[src/spi_macros.svh]
//----------------------------------------------------------------------
// spi register slave macros
// spi mode, register bank size and synchronizer depth
//----------------------------------------------------------------------
`ifndef SPI_MACROS_SVH
`define SPI_MACROS_SVH

// spi mode, fixed for the whole project
`define SPI_CPOL        1'b1    // sclk idle level
`define SPI_CPHA        1'b1    // 1: sample on second edge

// register bank
`define SPI_REG_DEPTH   16      // number of registers
`define SPI_ADDR_W      4       // low address bits used

// cdc
`define SPI_SYNC_STAGES 2       // flops per input pin

`endif
[src/spi_pkg.sv]
//----------------------------------------------------------------------
// spi register slave package
// pin bundle, edge strobes, byte and register-write records, fsm enums
//----------------------------------------------------------------------
`include "spi_macros.svh"
`default_nettype none

package spi_pkg;

	typedef struct packed {
		logic cs;                           // chip select, active low
		logic sclk;                         // serial clock from master
		logic mosi;                         // master data in
	} spi_pins_t;

	typedef struct packed {
		logic frame_start;                  // cs fell
		logic frame_end;                    // cs rose
		logic sample;                       // capture mosi now
		logic shift;                        // present next miso bit
		logic mosi_s;                       // mosi, aligned with strobes
	} spi_edges_t;

	typedef struct packed {
		logic       valid;                  // one-cycle pulse
		logic       first;                  // opening byte of the frame
		logic [7:0] data;                   // received byte
	} spi_byte_t;

	typedef struct packed {
		logic                   en;         // one-cycle write pulse
		logic [`SPI_ADDR_W-1:0] addr;       // register index
		logic [7:0]             data;       // value written
	} spi_reg_wr_t;

	// byte engine
	typedef enum logic [1:0] {S_IDLE, S_WAIT_EDGE, S_BIT, S_DONE} spi_slave_state_e;

	// frame decoder
	typedef enum logic [1:0] {C_OPCODE, C_ADDR, C_DATA, C_IGNORE} spi_ctrl_state_e;

	typedef enum logic [7:0] {
		OP_WRITE = 8'h01,                   // opcode, addr, data
		OP_READ  = 8'h02                    // opcode, addr, dummy
	} spi_opcode_e;

endpackage

`default_nettype wire

[src/spi_reg_top.sv]
//----------------------------------------------------------------------
// spi register slave top
// pin synchronizer, byte engine and register controller
//----------------------------------------------------------------------
`default_nettype none

module spi_reg_top (
	input  logic                 sys_clk,
	input  logic                 sys_rst_n,
	input  spi_pkg::spi_pins_t   pins,
	output logic                 miso,
	output spi_pkg::spi_reg_wr_t reg_wr,
	output logic                 op_err
);
	import spi_pkg::*;

	spi_edges_t edges;                      // strobes in sys_clk domain
	spi_byte_t  rx_byte;                    // received byte + flags
	logic [7:0] tx_data;                    // next byte to send
	logic       frame_active;               // cs low as seen by engine

	spi_edge_sync spi_edge_sync_i (
		.sys_clk      (sys_clk),
		.sys_rst_n    (sys_rst_n),
		.pins         (pins),
		.edges        (edges)
	);

	spi_slave spi_slave_i (
		.sys_clk      (sys_clk),
		.sys_rst_n    (sys_rst_n),
		.edges        (edges),
		.tx_data      (tx_data),
		.miso         (miso),
		.rx_byte      (rx_byte),
		.frame_active (frame_active)
	);

	spi_reg_ctrl spi_reg_ctrl_i (
		.sys_clk      (sys_clk),
		.sys_rst_n    (sys_rst_n),
		.rx_byte      (rx_byte),
		.frame_active (frame_active),
		.tx_data      (tx_data),
		.reg_wr       (reg_wr),
		.op_err       (op_err)
	);

endmodule

`default_nettype wire

[src/spi_reg_ctrl.sv]
//----------------------------------------------------------------------
// spi register controller
// decodes opcode/addr/data frames into a 16 x 8 register bank
//----------------------------------------------------------------------
`include "spi_macros.svh"
`default_nettype none

module spi_reg_ctrl (
	input  logic                 sys_clk,
	input  logic                 sys_rst_n,
	input  spi_pkg::spi_byte_t   rx_byte,
	input  logic                 frame_active,
	output logic [7:0]           tx_data,
	output spi_pkg::spi_reg_wr_t reg_wr,
	output logic                 op_err
);
	import spi_pkg::*;

	spi_ctrl_state_e        state;
	spi_opcode_e            op_q;                      // opcode of current frame
	logic [`SPI_ADDR_W-1:0] addr_q;                    // latched register index
	logic [7:0]             regs [`SPI_REG_DEPTH];     // register bank
	logic                   op_valid;
	logic                   addr_hit;                  // address byte arrived
	logic                   wr_hit;                    // write data byte arrived

	assign op_valid = (rx_byte.data == OP_WRITE) || (rx_byte.data == OP_READ);
	assign addr_hit = rx_byte.valid && !rx_byte.first && (state == C_ADDR);
	assign wr_hit   = rx_byte.valid && !rx_byte.first && (state == C_DATA) &&
	                  (op_q == OP_WRITE);

	// frame fsm
	always_ff @(posedge sys_clk) begin
		if (!sys_rst_n) begin
			state   <= C_OPCODE;
			op_q    <= OP_WRITE;
			op_err  <= 1'b0;
			tx_data <= 8'h00;
		end else if (!frame_active) begin
			state   <= C_OPCODE;                // cs high, wait for next frame
			op_err  <= 1'b0;
			tx_data <= 8'h00;
		end else begin
			op_err <= 1'b0;
			if (rx_byte.valid) begin
				if (rx_byte.first) begin
					if (op_valid) begin
						op_q  <= spi_opcode_e'(rx_byte.data);
						state <= C_ADDR;
					end else begin
						op_err <= 1'b1;         // unknown opcode
						state  <= C_IGNORE;     // rest of frame is don't care
					end
				end else begin
					case (state)
						C_ADDR: begin
							state <= C_DATA;
							if (op_q == OP_READ) begin
								// ready before the slave reloads its tx register
								tx_data <= regs[rx_byte.data[`SPI_ADDR_W-1:0]];
							end
						end
						C_DATA: begin
							state   <= C_IGNORE;    // no bursts
							tx_data <= 8'h00;       // dummy byte discarded on read
						end
						default: state <= C_IGNORE;
					endcase
				end
			end
		end
	end

	always_ff @(posedge sys_clk) begin
		if (addr_hit) begin
			addr_q <= rx_byte.data[`SPI_ADDR_W-1:0];    // upper bits ignored
		end
	end

	// register bank
	always_ff @(posedge sys_clk) begin
		if (!sys_rst_n) begin
			for (int i = 0; i < `SPI_REG_DEPTH; i++) begin
				regs[i] <= 8'h00;
			end
		end else if (wr_hit) begin
			regs[addr_q] <= rx_byte.data;
		end
	end

	// write report, one cycle after the data byte
	always_ff @(posedge sys_clk) begin
		if (!sys_rst_n) begin
			reg_wr <= '0;
		end else begin
			reg_wr.en <= wr_hit;
			if (wr_hit) begin
				reg_wr.addr <= addr_q;
				reg_wr.data <= rx_byte.data;
			end
		end
	end

endmodule

`default_nettype wire

[src/spi_slave.sv]
//----------------------------------------------------------------------
// spi slave byte engine
// shifts mosi in and miso out msb first, flags each finished byte
//----------------------------------------------------------------------
`include "spi_macros.svh"
`default_nettype none

module spi_slave (
	input  logic                sys_clk,
	input  logic                sys_rst_n,
	input  spi_pkg::spi_edges_t edges,
	input  logic [7:0]          tx_data,
	output logic                miso,
	output spi_pkg::spi_byte_t  rx_byte,
	output logic                frame_active
);
	import spi_pkg::*;

	spi_slave_state_e state;
	logic [3:0]       bit_cnt;              // samples taken in this byte
	logic [7:0]       rx_sr;                // mosi shift register
	logic [7:0]       tx_sr;                // bits still to present
	logic             first_q;              // opening byte of frame
	logic             rx_valid_q;           // byte done strobe
	logic             shift_en;             // shift edge that moves miso
	logic             rx_shift;
	logic             tx_shift;
	logic             tx_load;

	// with cpha=0 bit 7 is already out after a load, so the
	// trailing edge that closes the previous byte is skipped
	assign shift_en = edges.shift & (`SPI_CPHA | (bit_cnt != 4'd0));

	assign rx_shift = (state == S_WAIT_EDGE) && edges.sample;
	assign tx_shift = (state == S_WAIT_EDGE) && !edges.sample && shift_en;
	assign tx_load  = ((state == S_IDLE) && edges.frame_start) ||
	                  ((state == S_DONE) && !rx_valid_q);   // 2nd cycle of S_DONE

	assign rx_byte      = {rx_valid_q, first_q, rx_sr};
	assign frame_active = (state != S_IDLE);

	always_ff @(posedge sys_clk) begin
		if (!sys_rst_n) begin
			state      <= S_IDLE;
			bit_cnt    <= 4'd0;
			first_q    <= 1'b0;
			rx_valid_q <= 1'b0;
			miso       <= 1'b0;
		end else if (edges.frame_end) begin
			state      <= S_IDLE;               // partial byte is dropped
			bit_cnt    <= 4'd0;
			first_q    <= 1'b0;
			rx_valid_q <= 1'b0;
			miso       <= 1'b0;
		end else begin
			rx_valid_q <= 1'b0;                 // pulse by default
			case (state)
				S_IDLE: begin
					if (edges.frame_start) begin
						state   <= S_WAIT_EDGE;
						bit_cnt <= 4'd0;
						first_q <= 1'b1;
						if (`SPI_CPHA == 1'b0) begin
							miso <= tx_data[7]; // first bit before first edge
						end
					end
				end
				S_WAIT_EDGE: begin
					if (rx_shift) begin
						bit_cnt <= bit_cnt + 4'd1;
						state   <= S_BIT;
					end else if (tx_shift) begin
						miso  <= tx_sr[7];
						state <= S_BIT;
					end
				end
				S_BIT: begin
					if (bit_cnt == 4'd8) begin
						rx_valid_q <= 1'b1;         // 2 cycles after 8th sample
						state      <= S_DONE;
					end else begin
						state <= S_WAIT_EDGE;
					end
				end
				S_DONE: begin
					// hold one cycle so the controller can update tx_data
					if (!rx_valid_q) begin
						bit_cnt <= 4'd0;
						first_q <= 1'b0;
						state   <= S_WAIT_EDGE;
						if (`SPI_CPHA == 1'b0) begin
							miso <= tx_data[7];
						end
					end
				end
				default: state <= S_IDLE;
			endcase
		end
	end

	// data path
	always_ff @(posedge sys_clk) begin
		if (rx_shift) begin
			rx_sr <= {rx_sr[6:0], edges.mosi_s};                // msb first
		end
		if (tx_load) begin
			tx_sr <= `SPI_CPHA ? tx_data : {tx_data[6:0], 1'b0};  // drop bit already out
		end else if (tx_shift) begin
			tx_sr <= {tx_sr[6:0], 1'b0};
		end
	end

endmodule

`default_nettype wire

[src/spi_edge_sync.sv]
//----------------------------------------------------------------------
// spi pin synchronizer
// brings cs/sclk/mosi into sys_clk and decodes frame and bit strobes
//----------------------------------------------------------------------
`include "spi_macros.svh"
`default_nettype none

module spi_edge_sync (
	input  logic                sys_clk,
	input  logic                sys_rst_n,
	input  spi_pkg::spi_pins_t  pins,
	output spi_pkg::spi_edges_t edges
);
	import spi_pkg::*;

	localparam spi_pins_t PINS_IDLE = '{cs: 1'b1, sclk: `SPI_CPOL, mosi: 1'b0};

	spi_pins_t  sync_q [`SPI_SYNC_STAGES];  // metastability chain
	spi_pins_t  cur;                        // last sync stage
	spi_pins_t  prev_q;                     // cur one cycle ago
	logic       sclk_lead;                  // sclk left idle level
	logic       sclk_trail;                 // sclk back to idle level

	assign cur        = sync_q[`SPI_SYNC_STAGES-1];
	assign sclk_lead  = (prev_q.sclk == `SPI_CPOL) && (cur.sclk != `SPI_CPOL);
	assign sclk_trail = (prev_q.sclk != `SPI_CPOL) && (cur.sclk == `SPI_CPOL);

	always_ff @(posedge sys_clk) begin
		if (!sys_rst_n) begin
			for (int i = 0; i < `SPI_SYNC_STAGES; i++) begin
				sync_q[i] <= PINS_IDLE;         // look like an idle bus
			end
			prev_q <= PINS_IDLE;
		end else begin
			sync_q[0] <= pins;
			for (int i = 1; i < `SPI_SYNC_STAGES; i++) begin
				sync_q[i] <= sync_q[i-1];
			end
			prev_q <= cur;
		end
	end

	// edge register, third cycle after the pin moved
	always_ff @(posedge sys_clk) begin
		if (!sys_rst_n) begin
			edges <= '0;
		end else begin
			edges.frame_start <= prev_q.cs & ~cur.cs;     // cs falling
			edges.frame_end   <= ~prev_q.cs & cur.cs;     // cs rising
			edges.sample      <= ~cur.cs & (`SPI_CPHA ? sclk_trail : sclk_lead);
			edges.shift       <= ~cur.cs & (`SPI_CPHA ? sclk_lead : sclk_trail);
			edges.mosi_s      <= cur.mosi;                // stable around sample edge
		end
	end

endmodule

`default_nettype wire

[config.mk]
export PLATFORM = sky130hd
export DESIGN_NAME = spi_reg_top
export DESIGN_NICKNAME = d
export VERILOG_FILES = /design/src/spi_pkg.sv /design/src/spi_reg_top.sv /design/src/spi_reg_ctrl.sv /design/src/spi_slave.sv /design/src/spi_edge_sync.sv
export VERILOG_INCLUDE_DIRS = /design/src
export SDC_FILE = /design/constraint.sdc
export NUM_CORES = 1
export LEC_CHECK = 0
export ABC_AREA = 1
export BUFFER_PORTS_ARGS = -buffer_cell sky130_fd_sc_hd__buf_4
export CAP_MARGIN = 5
export CORE_MARGIN = 2
export CORE_UTILIZATION = 41
export CTS_CLUSTER_DIAMETER = 30
export DETAILED_ROUTE_END_ITERATION = 16
export PLACE_DENSITY = 0.59
export SYNTH_ARGS = -nofsm -noshare
export SYNTH_HDL_FRONTEND = slang
export SYNTH_SLANG_ARGS = --single-unit
[constraint.sdc]
create_clock -name sys_clk -period 6 [get_ports sys_clk]
set_clock_uncertainty 0.2 [all_clocks]
set_input_delay 1.2 -clock sys_clk [delete_from_list [all_inputs] [get_ports sys_clk]]
set_output_delay 1.2 -clock sys_clk [all_outputs]
set_load 0.05 [all_outputs]
==> Word-level counts from Yosys, hierarchy flattened <==
Memory sizes are Yosys's and may differ from the RTL's. A register that Yosys moved wholly into a read port is not among the register bits.
Cells that the tools add are included.
{ "word_totals": {"ff_bits": 68, "ramBits": 134, "inputBits": 5, "mem_count": 2, "wordCells": 120, "out_inout_bits": 15} }
{ "classes": {"n_eq_ne": 15, "reduce_logical": 33, "muxes": 33, "bitwise": 14, "addsub": 1} }
{ "mem_list": {"columns": ["memory", "depth", "width", "rd", "rd_clocked_by_memory_dff", "write_ports", "line", "source"], "rows": [
  ["spi_reg_ctrl_i.regs", 16, 8, 1, 1, 16, "spi_reg_ctrl.sv:22", "logic [7:0] regs [`SPI_REG_DEPTH];"],
  ["spi_edge_sync_i.sync_q", 2, 3, 2, 0, 2, "spi_edge_sync.sv:18", "spi_pins_t sync_q [`SPI_SYNC_STAGES];"]
]} }
{ "op_table": {"columns": ["cell", "n"], "rows": [
  ["two-way mux 8 bit", 4],
  ["two-way mux 4 bit", 5],
  ["== test 8 x 1 -> 1 bit (second input constant)", 2],
  ["== test 8 x 2 -> 1 bit (second input constant)", 2],
  ["case mux 8 bit (2 select lines)", 1],
  ["AND reduction 4 bit", 4],
  ["two-way mux 2 bit", 7],
  ["case mux 4 bit (3 select lines)", 1],
  ["logical AND 1 bit", 11],
  ["two-way mux 1 bit", 11],
  ["AND reduction 3 bit", 3],
  ["NOT 1 bit", 8],
  ["case mux 2 bit (4 select lines)", 1],
  ["nonzero test 2 bit", 4],
  ["OR reduction 8 bit", 1],
  ["== test 2 bit (second input constant)", 3],
  ["two-way mux 3 bit", 2],
  ["!= test 2 bit (second input constant)", 3],
  ["adder 4 x 1 -> 4 bit (second input constant)", 1],
  ["bitwise AND 1 bit", 4],
  ["== test 2 x 1 -> 1 bit (second input constant)", 2],
  ["== test 4 bit (second input constant)", 1],
  ["logical NOT 1 bit", 3],
  ["!= test 3 x 1 -> 1 bit (second input constant)", 1],
  ["9 further kinds", 11]
]} }

==> Logic depth before layout (Yosys ltp) <==
Gate-level depths: netlist of run 1.
{ "logic_depth": {"depth_word": 9, "depth_mapped": 10, "ltp_nobuf": 9} }

==> Hierarchy <==
Synthesis of run 1 repeated with hierarchy kept, for this count alone.
{ "hier_totals": {"hier_cells": 985, "hier_area_um2": 9220.1} }
{ "modules_own_cells": {"columns": ["mod", "area_per_inst_um2", "n_inst", "seq_area_each_um2", "cells_each"], "rows": [
  ["spi_reg_ctrl", 7643.6, 1, 4604.4, 810],
  ["spi_slave", 1191.1, 1, 660.6, 132],
  ["spi_edge_sync", 385.4, 1, 260.2, 43]
]} }

==> Worst setup path before layout of run 1 <==
Ideal clock, no wire load.
{ "synth_timing": {"kind": "input to register", "start": "in sys_rst_n", "end": "mem spi_reg_ctrl_i.regs[6][0] (enable)", "required_time_ps": 5471, "path_slack_ps": 3201, "path_buffers": 1, "setup_ps": 329, "arrival_ps": 2270, "path_stages": 5, "path_cell_list": "buf_2 -> inv_1 -> nor2_1 -> nand4_2 -> nand2_1"} }
{ "synth_rtl": {"columns": ["item", "line", "source"], "rows": [
  ["start: declaration", "spi_reg_top.sv:9", "input logic sys_rst_n,"],
  ["end: declaration", "spi_reg_ctrl.sv:22", null]
]} }

==> results of run 1 <==
flip-flops by register name, indices dropped and copies added (netlist names), named ones only:
name and flops:
spi_edge_sync_i.edges 5, spi_edge_sync_i.prev_q 2, spi_edge_sync_i.sync_q 6, spi_reg_ctrl_i.addr_q 4, spi_reg_ctrl_i.op_err 1, spi_reg_ctrl_i.op_q 8
spi_reg_ctrl_i.reg_wr 13, spi_reg_ctrl_i.regs 128, spi_reg_ctrl_i.state 2, spi_reg_ctrl_i.tx_data 8, spi_slave_i.bit_cnt 4, spi_slave_i.first_q 1
spi_slave_i.miso 1, spi_slave_i.rx_sr 8, spi_slave_i.rx_valid_q 1, spi_slave_i.state 2, spi_slave_i.tx_sr 8
through the flow:
step                      hold slack [ps]  cell area (um^2)  power, mW
after detailed placement            202.6              9592      1.777
after CTS                           208.3             10870      3.886
after global placement              195.8              9592      1.774
final                               204.0             10870      3.863
after global routing                215.4             10870      3.980
after floorplan                     190.5              9254      1.735
cells in the mapped netlist:
library cell / count
sky130_fd_sc_hd__clkbuf_1: 31
sky130_fd_sc_hd__clkinv_1: 8
sky130_fd_sc_hd__o21a_1: 1
sky130_fd_sc_hd__nor2_8: 1
sky130_fd_sc_hd__nand4_1: 5
sky130_fd_sc_hd__a21oi_1: 15
sky130_fd_sc_hd__nor3_2: 1
sky130_fd_sc_hd__and3_1: 2
sky130_fd_sc_hd__buf_12: 1
sky130_fd_sc_hd__ha_1: 9
sky130_fd_sc_hd__a31oi_1: 2
sky130_fd_sc_hd__a211oi_1: 2
sky130_fd_sc_hd__clkbuf_2: 1
sky130_fd_sc_hd__nor3_1: 9
sky130_fd_sc_hd__buf_2: 6
sky130_fd_sc_hd__nand3_1: 101
sky130_fd_sc_hd__dfxtp_1: 58
sky130_fd_sc_hd__nand4_2: 4
sky130_fd_sc_hd__inv_1: 135
sky130_fd_sc_hd__or2_2: 4
sky130_fd_sc_hd__or2_4: 1
sky130_fd_sc_hd__inv_2: 3
sky130_fd_sc_hd__nand2_1: 257
sky130_fd_sc_hd__nor2_2: 17
sky130_fd_sc_hd__nand3_2: 4
sky130_fd_sc_hd__xnor2_1: 1
sky130_fd_sc_hd__nand3_4: 8
sky130_fd_sc_hd__buf_1: 4
sky130_fd_sc_hd__a221oi_1: 1
sky130_fd_sc_hd__o21ai_0: 19
sky130_fd_sc_hd__nor2_4: 1
sky130_fd_sc_hd__nor2_1: 159
sky130_fd_sc_hd__nand2_4: 1
sky130_fd_sc_hd__edfxtp_1: 148
path summary, 6_finish.rpt:
path / from / endpoint / slack (ps) / cells past startpoint
max: sys_rst_n / spi_reg_ctrl_i.regs[10][5] / 2540 / 5
min: spi_edge_sync_i.sync_q[0][2] / spi_edge_sync_i.sync_q[0][5] / 200 / 1
max reg2reg: flip-flop / spi_reg_ctrl_i.tx_data[7] / 3220 / 9
min reg2reg: spi_edge_sync_i.sync_q[0][2] / spi_edge_sync_i.sync_q[0][5] / 200 / 1
routing by layer:
metal  vias up  part of all wire
met4         0             0.033
met3        62             0.062
met1      3063              0.45
li1       3304                 -
met5         -                 0
met2       219              0.45
power groups by stage:
stage               sequential [mW]  combinational, mW  clock [mW]
floorplan                      1.61              0.122           0
global placement               1.62              0.155           0
detailed placement             1.62              0.157           0
CTS                            1.59              0.158        2.13
global route                   1.60              0.186        2.20
finish                         1.59              0.157        2.11
area by class of cell:
| cell class | count | area [um^2] |
|---|---|---|
| tap | 280 | 350.3 |
| multi-input combinational | 625 | 2914 |
| fill | 2032 | 11090 |
| inverter | 146 | 548.0 |
| sequential | 206 | 5607 |
| clock buffer | 45 | 1030 |
| timing repair buffer | 23 | 172.7 |
| clock inverter | 23 | 251.5 |
logic make-up (layout without fill, tap and decap cells):
kind of cell	Yosys count	in the layout
adder cells (fa/ha/maj)	9	9
XOR/XNOR	1	1
flip-flops	206	206
AND/OR/NAND/NOR	575	575
buffers and inverters	189	237
AO/OA/AOI/OAI	40	40
worst max-delay path, stage by stage:
cell and delay, ps:
sky130_fd_sc_hd__buf_4 390, sky130_fd_sc_hd__inv_1 380, sky130_fd_sc_hd__nor2_1 690, sky130_fd_sc_hd__nand4_2 360
sky130_fd_sc_hd__nand2_1 380
==> insert_results.sql, run 1 <==
INSERT INTO impl_metrics (metric_group, metric, value, unit) VALUES
('pwr', 'peakVddDrop', '0.2353', 'mV'),
('global_route', 'met1_usage', '0.2568', ''),
('synth', 'post_synthesis_compound_gate_area_fraction', '0.02312', ''),
('synth', 'yosys.cell_types.count', '34', ''),
('route', 'drc', '0', ''),
('synth', 'synth_sequential_area_ratio', '0.6057', ''),
('synth', 'synthesis.area_per_instance', '9.072', 'um^2'),
('setup_path', 'path_class', 'in2reg', ''),
('setup_path', 'setup.worst_path.end_class', 'flip-flop', ''),
('global_route', 'groute.layer.met3.usage', '0.03586', ''),
('sta', 'totalNegativeSetupSlack', '0', 'ps'),
('worst_hold_path', 'min_path_type', 'reg2reg', ''),
('finish', 'share_of_the_core_filled_with_cells', '0.4952', ''),
('pwr', 'power_switching', '0.8420', 'mW'),
('finish', 'layout_commonest_cell', 'sky130_fd_sc_hd__nand2_1', ''),
('finish', 'diodes', '0', ''),
('pwr', 'clkPwrFrac', '0.547', ''),
('route', 'vias_per_cell', '4.932', ''),
('setup_path', 'critPathArrivalTime', '3420', 'ps'),
('cts', 'cts_made_buffers', '37', ''),
('die', 'initial_core_utilization', '0.4214', ''),
('cts', 'cts_root_buffer', 'sky130_fd_sc_hd__clkbuf_16', ''),
('cts', 'clock_tree_from_tritoncts', 'done', ''),
('sta', 'hold_viol', '0', ''),
('global_route', 'number_of_antenna_violations_at_the_first_check_in_global_routing', '0', ''),
('global_route', 'gr-max-usage-layer', 'met2', ''),
('route', 'final_antenna_net_count', '0', ''),
('sta', 'finalCritPeriodShare', '0.5773', ''),
('cts', 'ctsResizeCount', '0', ''),
('global_route', 'grt_start_max_net_pins', '66', ''),
('outcome', 'status', 'completed', ''),
('sta', 'slew_viol_final', '0', ''),
('placement', 'placed_cells_incl_taps', '1280', ''),
('sta', 'fmax', '288.7', 'MHz'),
('finish', 'finalNetCount', '1053', ''),
('route', 'drt_iter0_markers', '526', ''),
('setup_path', 'crit_path_start_kind', 'input port', ''),
('setup_path', 'cp_max_fo', '36', ''),
('synth', 'yosysWarningCount', '0', ''),
('job', 'max-cap-violations', '0', ''),
('pwr', 'switching_share', '0.2180', ''),
('pwr', 'p_leak', '4.696', 'nW'),
('synth', 'post_synth_instance_area', '9254', 'um^2'),
('placement', 'portBuffers', '19', ''),
('synth', 'synth_adder_area_share', '0.01217', ''),
('pwr', 'p_per_area', '355.3', 'nW/um^2'),
('sta', 'final_worst_setup_slack', '2536', 'ps'),
('cts', 'clock_latency', '510', 'ps'),
('synth', 'synth_top_family_by_area', 'simple AND/OR/NAND/NOR gates', ''),
('pwr', 'intPower', '3.021', 'mW'),
('pwr', 'power.share.sequential', '0.412', ''),
('synth', 'synth-simple-area-share', '0.2787', ''),
('pwr', 'power.share.combinational', '0.041', ''),
('sta', 'pin_slew_with_the_least_headroom_to_its_limit', '1108', 'ps'),
('global_route', 'groute.usage.overall', '0.1883', ''),
('die', 'design.die.area', '23790', 'um^2'),
('finish', 'top_library_cells_by_usage_in_the_layout_fill_and_taps_aside', '257 x sky130_fd_sc_hd__nand2_1, 159 x sky130_fd_sc_hd__nor2_1, 148 x sky130_fd_sc_hd__edfxtp_1', ''),
('sta', 'setup_violations', '0', ''),
('route', 'routed-via-count', '6648', ''),
('cts', 'cts_max_level', '2', ''),
('placement', 'place.detailed.hpwl', '13630', 'um'),
('cts', 'cts_buffer_depth', '3', ''),
('finish', 'area_delta_synth_final', '17.50', '%'),
('synth', 'synth_top_area_frac', '0.4803', ''),
('global_route', 'global_route.overflow_total', '0', ''),
('global_route', 'grt_pass1_vias', '6337', ''),
('cts', 'cts.hold.buffers_added', '0', ''),
('synth', 'synth.area.mux_share', '0', ''),
('die', 'dieWidth', '154.2', 'um'),
('route', 'wl', '22220', 'um'),
('synth', 'post_synth_xor_area_fraction', '0.0009465', '');
(Power assumes the default switching activity.)
==> inputs of run 2 (changes only) <==
==> constraint.sdc (replaced) <==
create_clock -name sys_clk -period 3.3 [get_ports sys_clk]
set_clock_uncertainty 0.2 [all_clocks]
set_input_delay 0.66 -clock sys_clk [delete_from_list [all_inputs] [get_ports sys_clk]]
set_output_delay 0.66 -clock sys_clk [all_outputs]
set_load 0.05 [all_outputs]
==> run 2 against run 1 <==
  * Setup slack got worse by 1900 ps
  * Final cell count rose by 1.2%
  * Die area is the same
  * Global-route usage up 0.33 points
  * Register-to-register slack worse by 2600 ps
  * Critical path depth up 3
  * Via count increased by 0.45%
  * Wire length shrank 0.89%
  * Largest cell class unchanged
==> insert_results.sql, run 2 (synthesis results as in run 1) <==
INSERT INTO impl_metrics (metric_group, metric, value, unit) VALUES
('cts', 'clock_latency', '520', 'ps'),
('route', 'wl', '22030', 'um'),
('setup_path', 'worst_r2r_startpoint', 'spi_reg_ctrl_i.state[0]', ''),
('finish', 'finalNetCount', '1067', ''),
('global_route', 'groute.layer.met3.usage', '0.04063', ''),
('placement', 'dp_worst_setup_slack', '640.1', 'ps'),
('pwr', 'peakVddDrop', '0.3678', 'mV'),
('route', 'drt_pass1_iterations', '8', ''),
('global_route', 'met2_usage_grt', '0.3150', ''),
('finish', 'regMostFlops', 'spi_reg_ctrl_i.regs', ''),
('setup_path', 'worst_path_dominant_cell_family', 'simple AND/OR/NAND/NOR gates', ''),
('cts', 'ctsResizeCount', '0', ''),
('die', 'dieHeight', '154.2', 'um'),
('worst_hold_path', 'hold_path_end', 'spi_edge_sync_i.sync_q[0][2]', ''),
('finish', 'fin_area', '11010', 'um^2'),
('sta', 'finalCritPeriodShare', '0.8002', ''),
('sta', 'fmax', '378.7', 'MHz'),
('setup_path', 'path_cells', 'inv_1 -> ha_1 -> nand3_1 -> nor2_4 -> nand2_4 -> nor2_8 -> nand3_2 -> nand2_1', ''),
('setup_path', 'crit_path_top_delay_cell', 'sky130_fd_sc_hd__nor2_8', ''),
('cts', 'clkSlewWorstSetupHoldPaths', '50', 'ps'),
('finish', 'layout_commonest_cell', 'sky130_fd_sc_hd__nand2_1', ''),
('finish', 'share_of_the_core_filled_with_cells', '0.5012', ''),
('die', 'dieWidth', '154.2', 'um'),
('placement', 'place.detailed.hpwl', '13950', 'um'),
('die', 'ioPinCount', '20', ''),
('setup_path', 'path_class', 'reg2reg', ''),
('global_route', 'grt_start_max_net_pins', '65', ''),
('global_route', 'gr-max-usage-layer', 'met2', ''),
('sta', 'hold_viol', '0', ''),
('route', 'routed-via-count', '6678', ''),
('setup_path', 'r2r_setup_slack', '660', 'ps'),
('global_route', 'number_of_antenna_violations_at_the_first_check_in_global_routing', '0', ''),
('global_route', 'grt_pass1_vias', '6615', ''),
('finish', 'filler_cell_count', '2024', ''),
('sta', 'slew_viol_final', '0', ''),
('setup_path', 'setup.worst_path.end_class', 'flip-flop', ''),
('route', 'drt-wirelength-per-cell', '16.15', 'um'),
('route', 'drt_iter0_markers', '496', ''),
('pwr', 'p_leak', '4.780', 'nW'),
('die', 'floorplan.core_area', '21960', 'um^2'),
('sta', 'timing.max_slew.rel_slack', '0.2611', ''),
('die', 'rows', '54', ''),
('placement', 'gp_congestion', '0.8327', ''),
('die', 'design.die.area', '23790', 'um^2'),
('cts', 'cts_root_buffer', 'sky130_fd_sc_hd__clkbuf_16', ''),
('outcome', 'status', 'completed', ''),
('setup_path', 'worstReg2RegEnd', 'spi_reg_ctrl_i.regs[3][5]', ''),
('finish', 'fraction_of_layout_cells_with_a_size_suffix_above_1', '0.1328', ''),
('sta', 'final_worst_setup_slack', '659.4', 'ps'),
('die', 'initial_core_utilization', '0.4214', ''),
('sta', 'timing.final.crit_period', '2641', 'ps'),
('route', 'vias_per_cell', '4.896', ''),
('placement', 'post_dp_cell_area', '9682', 'um^2'),
('finish', 'top_library_cells_by_usage_in_the_layout_fill_and_taps_aside', '257 x sky130_fd_sc_hd__nand2_1, 159 x sky130_fd_sc_hd__nor2_1, 148 x sky130_fd_sc_hd__edfxtp_1', ''),
('sta', 'grt_setup_unrepaired', 'false', ''),
('cts', 'clock_tree_from_tritoncts', 'done', ''),
('route', 'drc', '0', ''),
('setup_path', 'cell_depth_of_the_worst_flop_to_flop_path', '8', ''),
('global_route', 'global_route.overflow_total', '0', ''),
('worst_hold_path', 'hold_start', 'pins[2]', ''),
('route', 'final_antenna_net_count', '0', ''),
('cts', 'postCtsSetupBuffers', '0', ''),
('setup_path', 'crit_path_max_incr_delay', '470', 'ps'),
('cts', 'cts_made_buffers', '39', ''),
('finish', 'area_delta_synth_final', '18.93', '%'),
('placement', 'portBuffers', '19', ''),
('cts', 'cts.hold.buffers_added', '0', ''),
('setup_path', 'timing.critical_path.buf_inv', '1', ''),
('global_route', 'groute.usage.overall', '0.1916', ''),
('global_route', 'grt_pass1_wl', '35250', 'um'),
('setup_path', 'crit_path_start_kind', 'flip-flop', ''),
('sta', 'setup_violations', '0', ''),
('cts', 'cts.sink_count', '206', ''),
('worst_hold_path', 'hold_path_depth', '2', ''),
('worst_hold_path', 'min_path_type', 'in2reg', ''),
('cts', 'cts_buffer_depth', '3', ''),
('setup_path', 'critPathArrivalTime', '2600', 'ps'),
('cts', 'cts_max_level', '2', ''),
('sta', 'pin_slew_with_the_least_headroom_to_its_limit', '1107', 'ps'),
('setup_path', 'req_time_crit_path', '3260', 'ps'),
('pwr', 'p_per_area', '645.9', 'nW/um^2'),
('sta', 'totalNegativeSetupSlack', '0', 'ps'),
('global_route', 'met1_usage', '0.2577', ''),
('finish', 'largest_register_ffs', '128', ''),
('finish', 'top_registers', 'spi_reg_ctrl_i.regs: 128 flops, spi_reg_ctrl_i.reg_wr: 13 flops', ''),
('finish', 'diodes', '0', ''),
('setup_path', 'cp_max_fo', '14', ''),
('job', 'max-cap-violations', '0', '');
run 2: cell count changes in the layout (fill, tap and decap cells not counted):
cell | previous run | this run
sky130_fd_sc_hd__clkbuf_1 | 4 | 3
sky130_fd_sc_hd__inv_6 | 5 | 4
sky130_fd_sc_hd__clkinvlp_4 | 4 | 3
sky130_fd_sc_hd__buf_4 | 23 | 35
sky130_fd_sc_hd__clkinv_1 | 12 | 14
sky130_fd_sc_hd__inv_8 | 0 | 1
sky130_fd_sc_hd__clkinv_2 | 2 | 3
sky130_fd_sc_hd__clkinv_4 | 3 | 4
sky130_fd_sc_hd__clkinv_8 | 0 | 1
sky130_fd_sc_hd__clkbuf_8 | 1 | 2
run 2: final cells by class:
class,count,area [um^2],share of cell area
clock buffers,45,1040,0.09447
clock inverters,27,284.0,0.02581
inverters,146,548.0,0.04980
well taps,280,350.3,0.03183
multi-input cells,625,2914,0.2648
repair buffers,35,262.8,0.02387
flip-flops and latches,206,5607,0.5094
run 2: worst max-delay path by stage:
stage | from | endpoint | slack (ps) | cells after the start
after floorplan | sys_rst_n | spi_reg_ctrl_i.regs[6][0] | 1040 | 5
after CTS | spi_reg_ctrl_i.state[0] | spi_reg_ctrl_i.regs[1][3] | 610 | 8
after global placement | spi_reg_ctrl_i.state[0] | spi_reg_ctrl_i.regs[11][7] | 740 | 8
after detailed placement | spi_reg_ctrl_i.state[0] | spi_reg_ctrl_i.regs[1][2] | 640 | 8
after global routing | spi_reg_ctrl_i.state[0] | spi_reg_ctrl_i.regs[11][1] | 460 | 8
final | spi_reg_ctrl_i.state[0] | spi_reg_ctrl_i.regs[3][5] | 660 | 8
run 2: metal layers:
| metal | up-vias | part of all wire |
|---|---|---|
| li1 | 3331 | - |
| met1 | 3085 | 0.44 |
| met2 | 219 | 0.47 |
| met3 | 43 | 0.072 |
| met4 | 0 | 0.020 |
| met5 | - | 0 |
run 2: report_power, final:
| group | total (mW) | internal (mW) | switching, mW |
|---|---|---|---|
| combinational | 0.285 | 0.0837 | 0.201 |
| clock | 3.93 | 2.59 | 1.33 |
| sequential | 2.90 | 2.86 | 0.0383 |
| total | 7.11 | 5.54 | 1.57 |
run 2: metrics by stage:
stage                     power (mW)  instances  hold WS (ps)
final                          7.109       1364         127.0
after global routing           7.354       1364         114.8
after CTS                      7.172       1364         111.1
after detailed placement       3.230       1292         199.1
after global placement         3.228       1292         199.2
after floorplan                3.155       1020         190.5
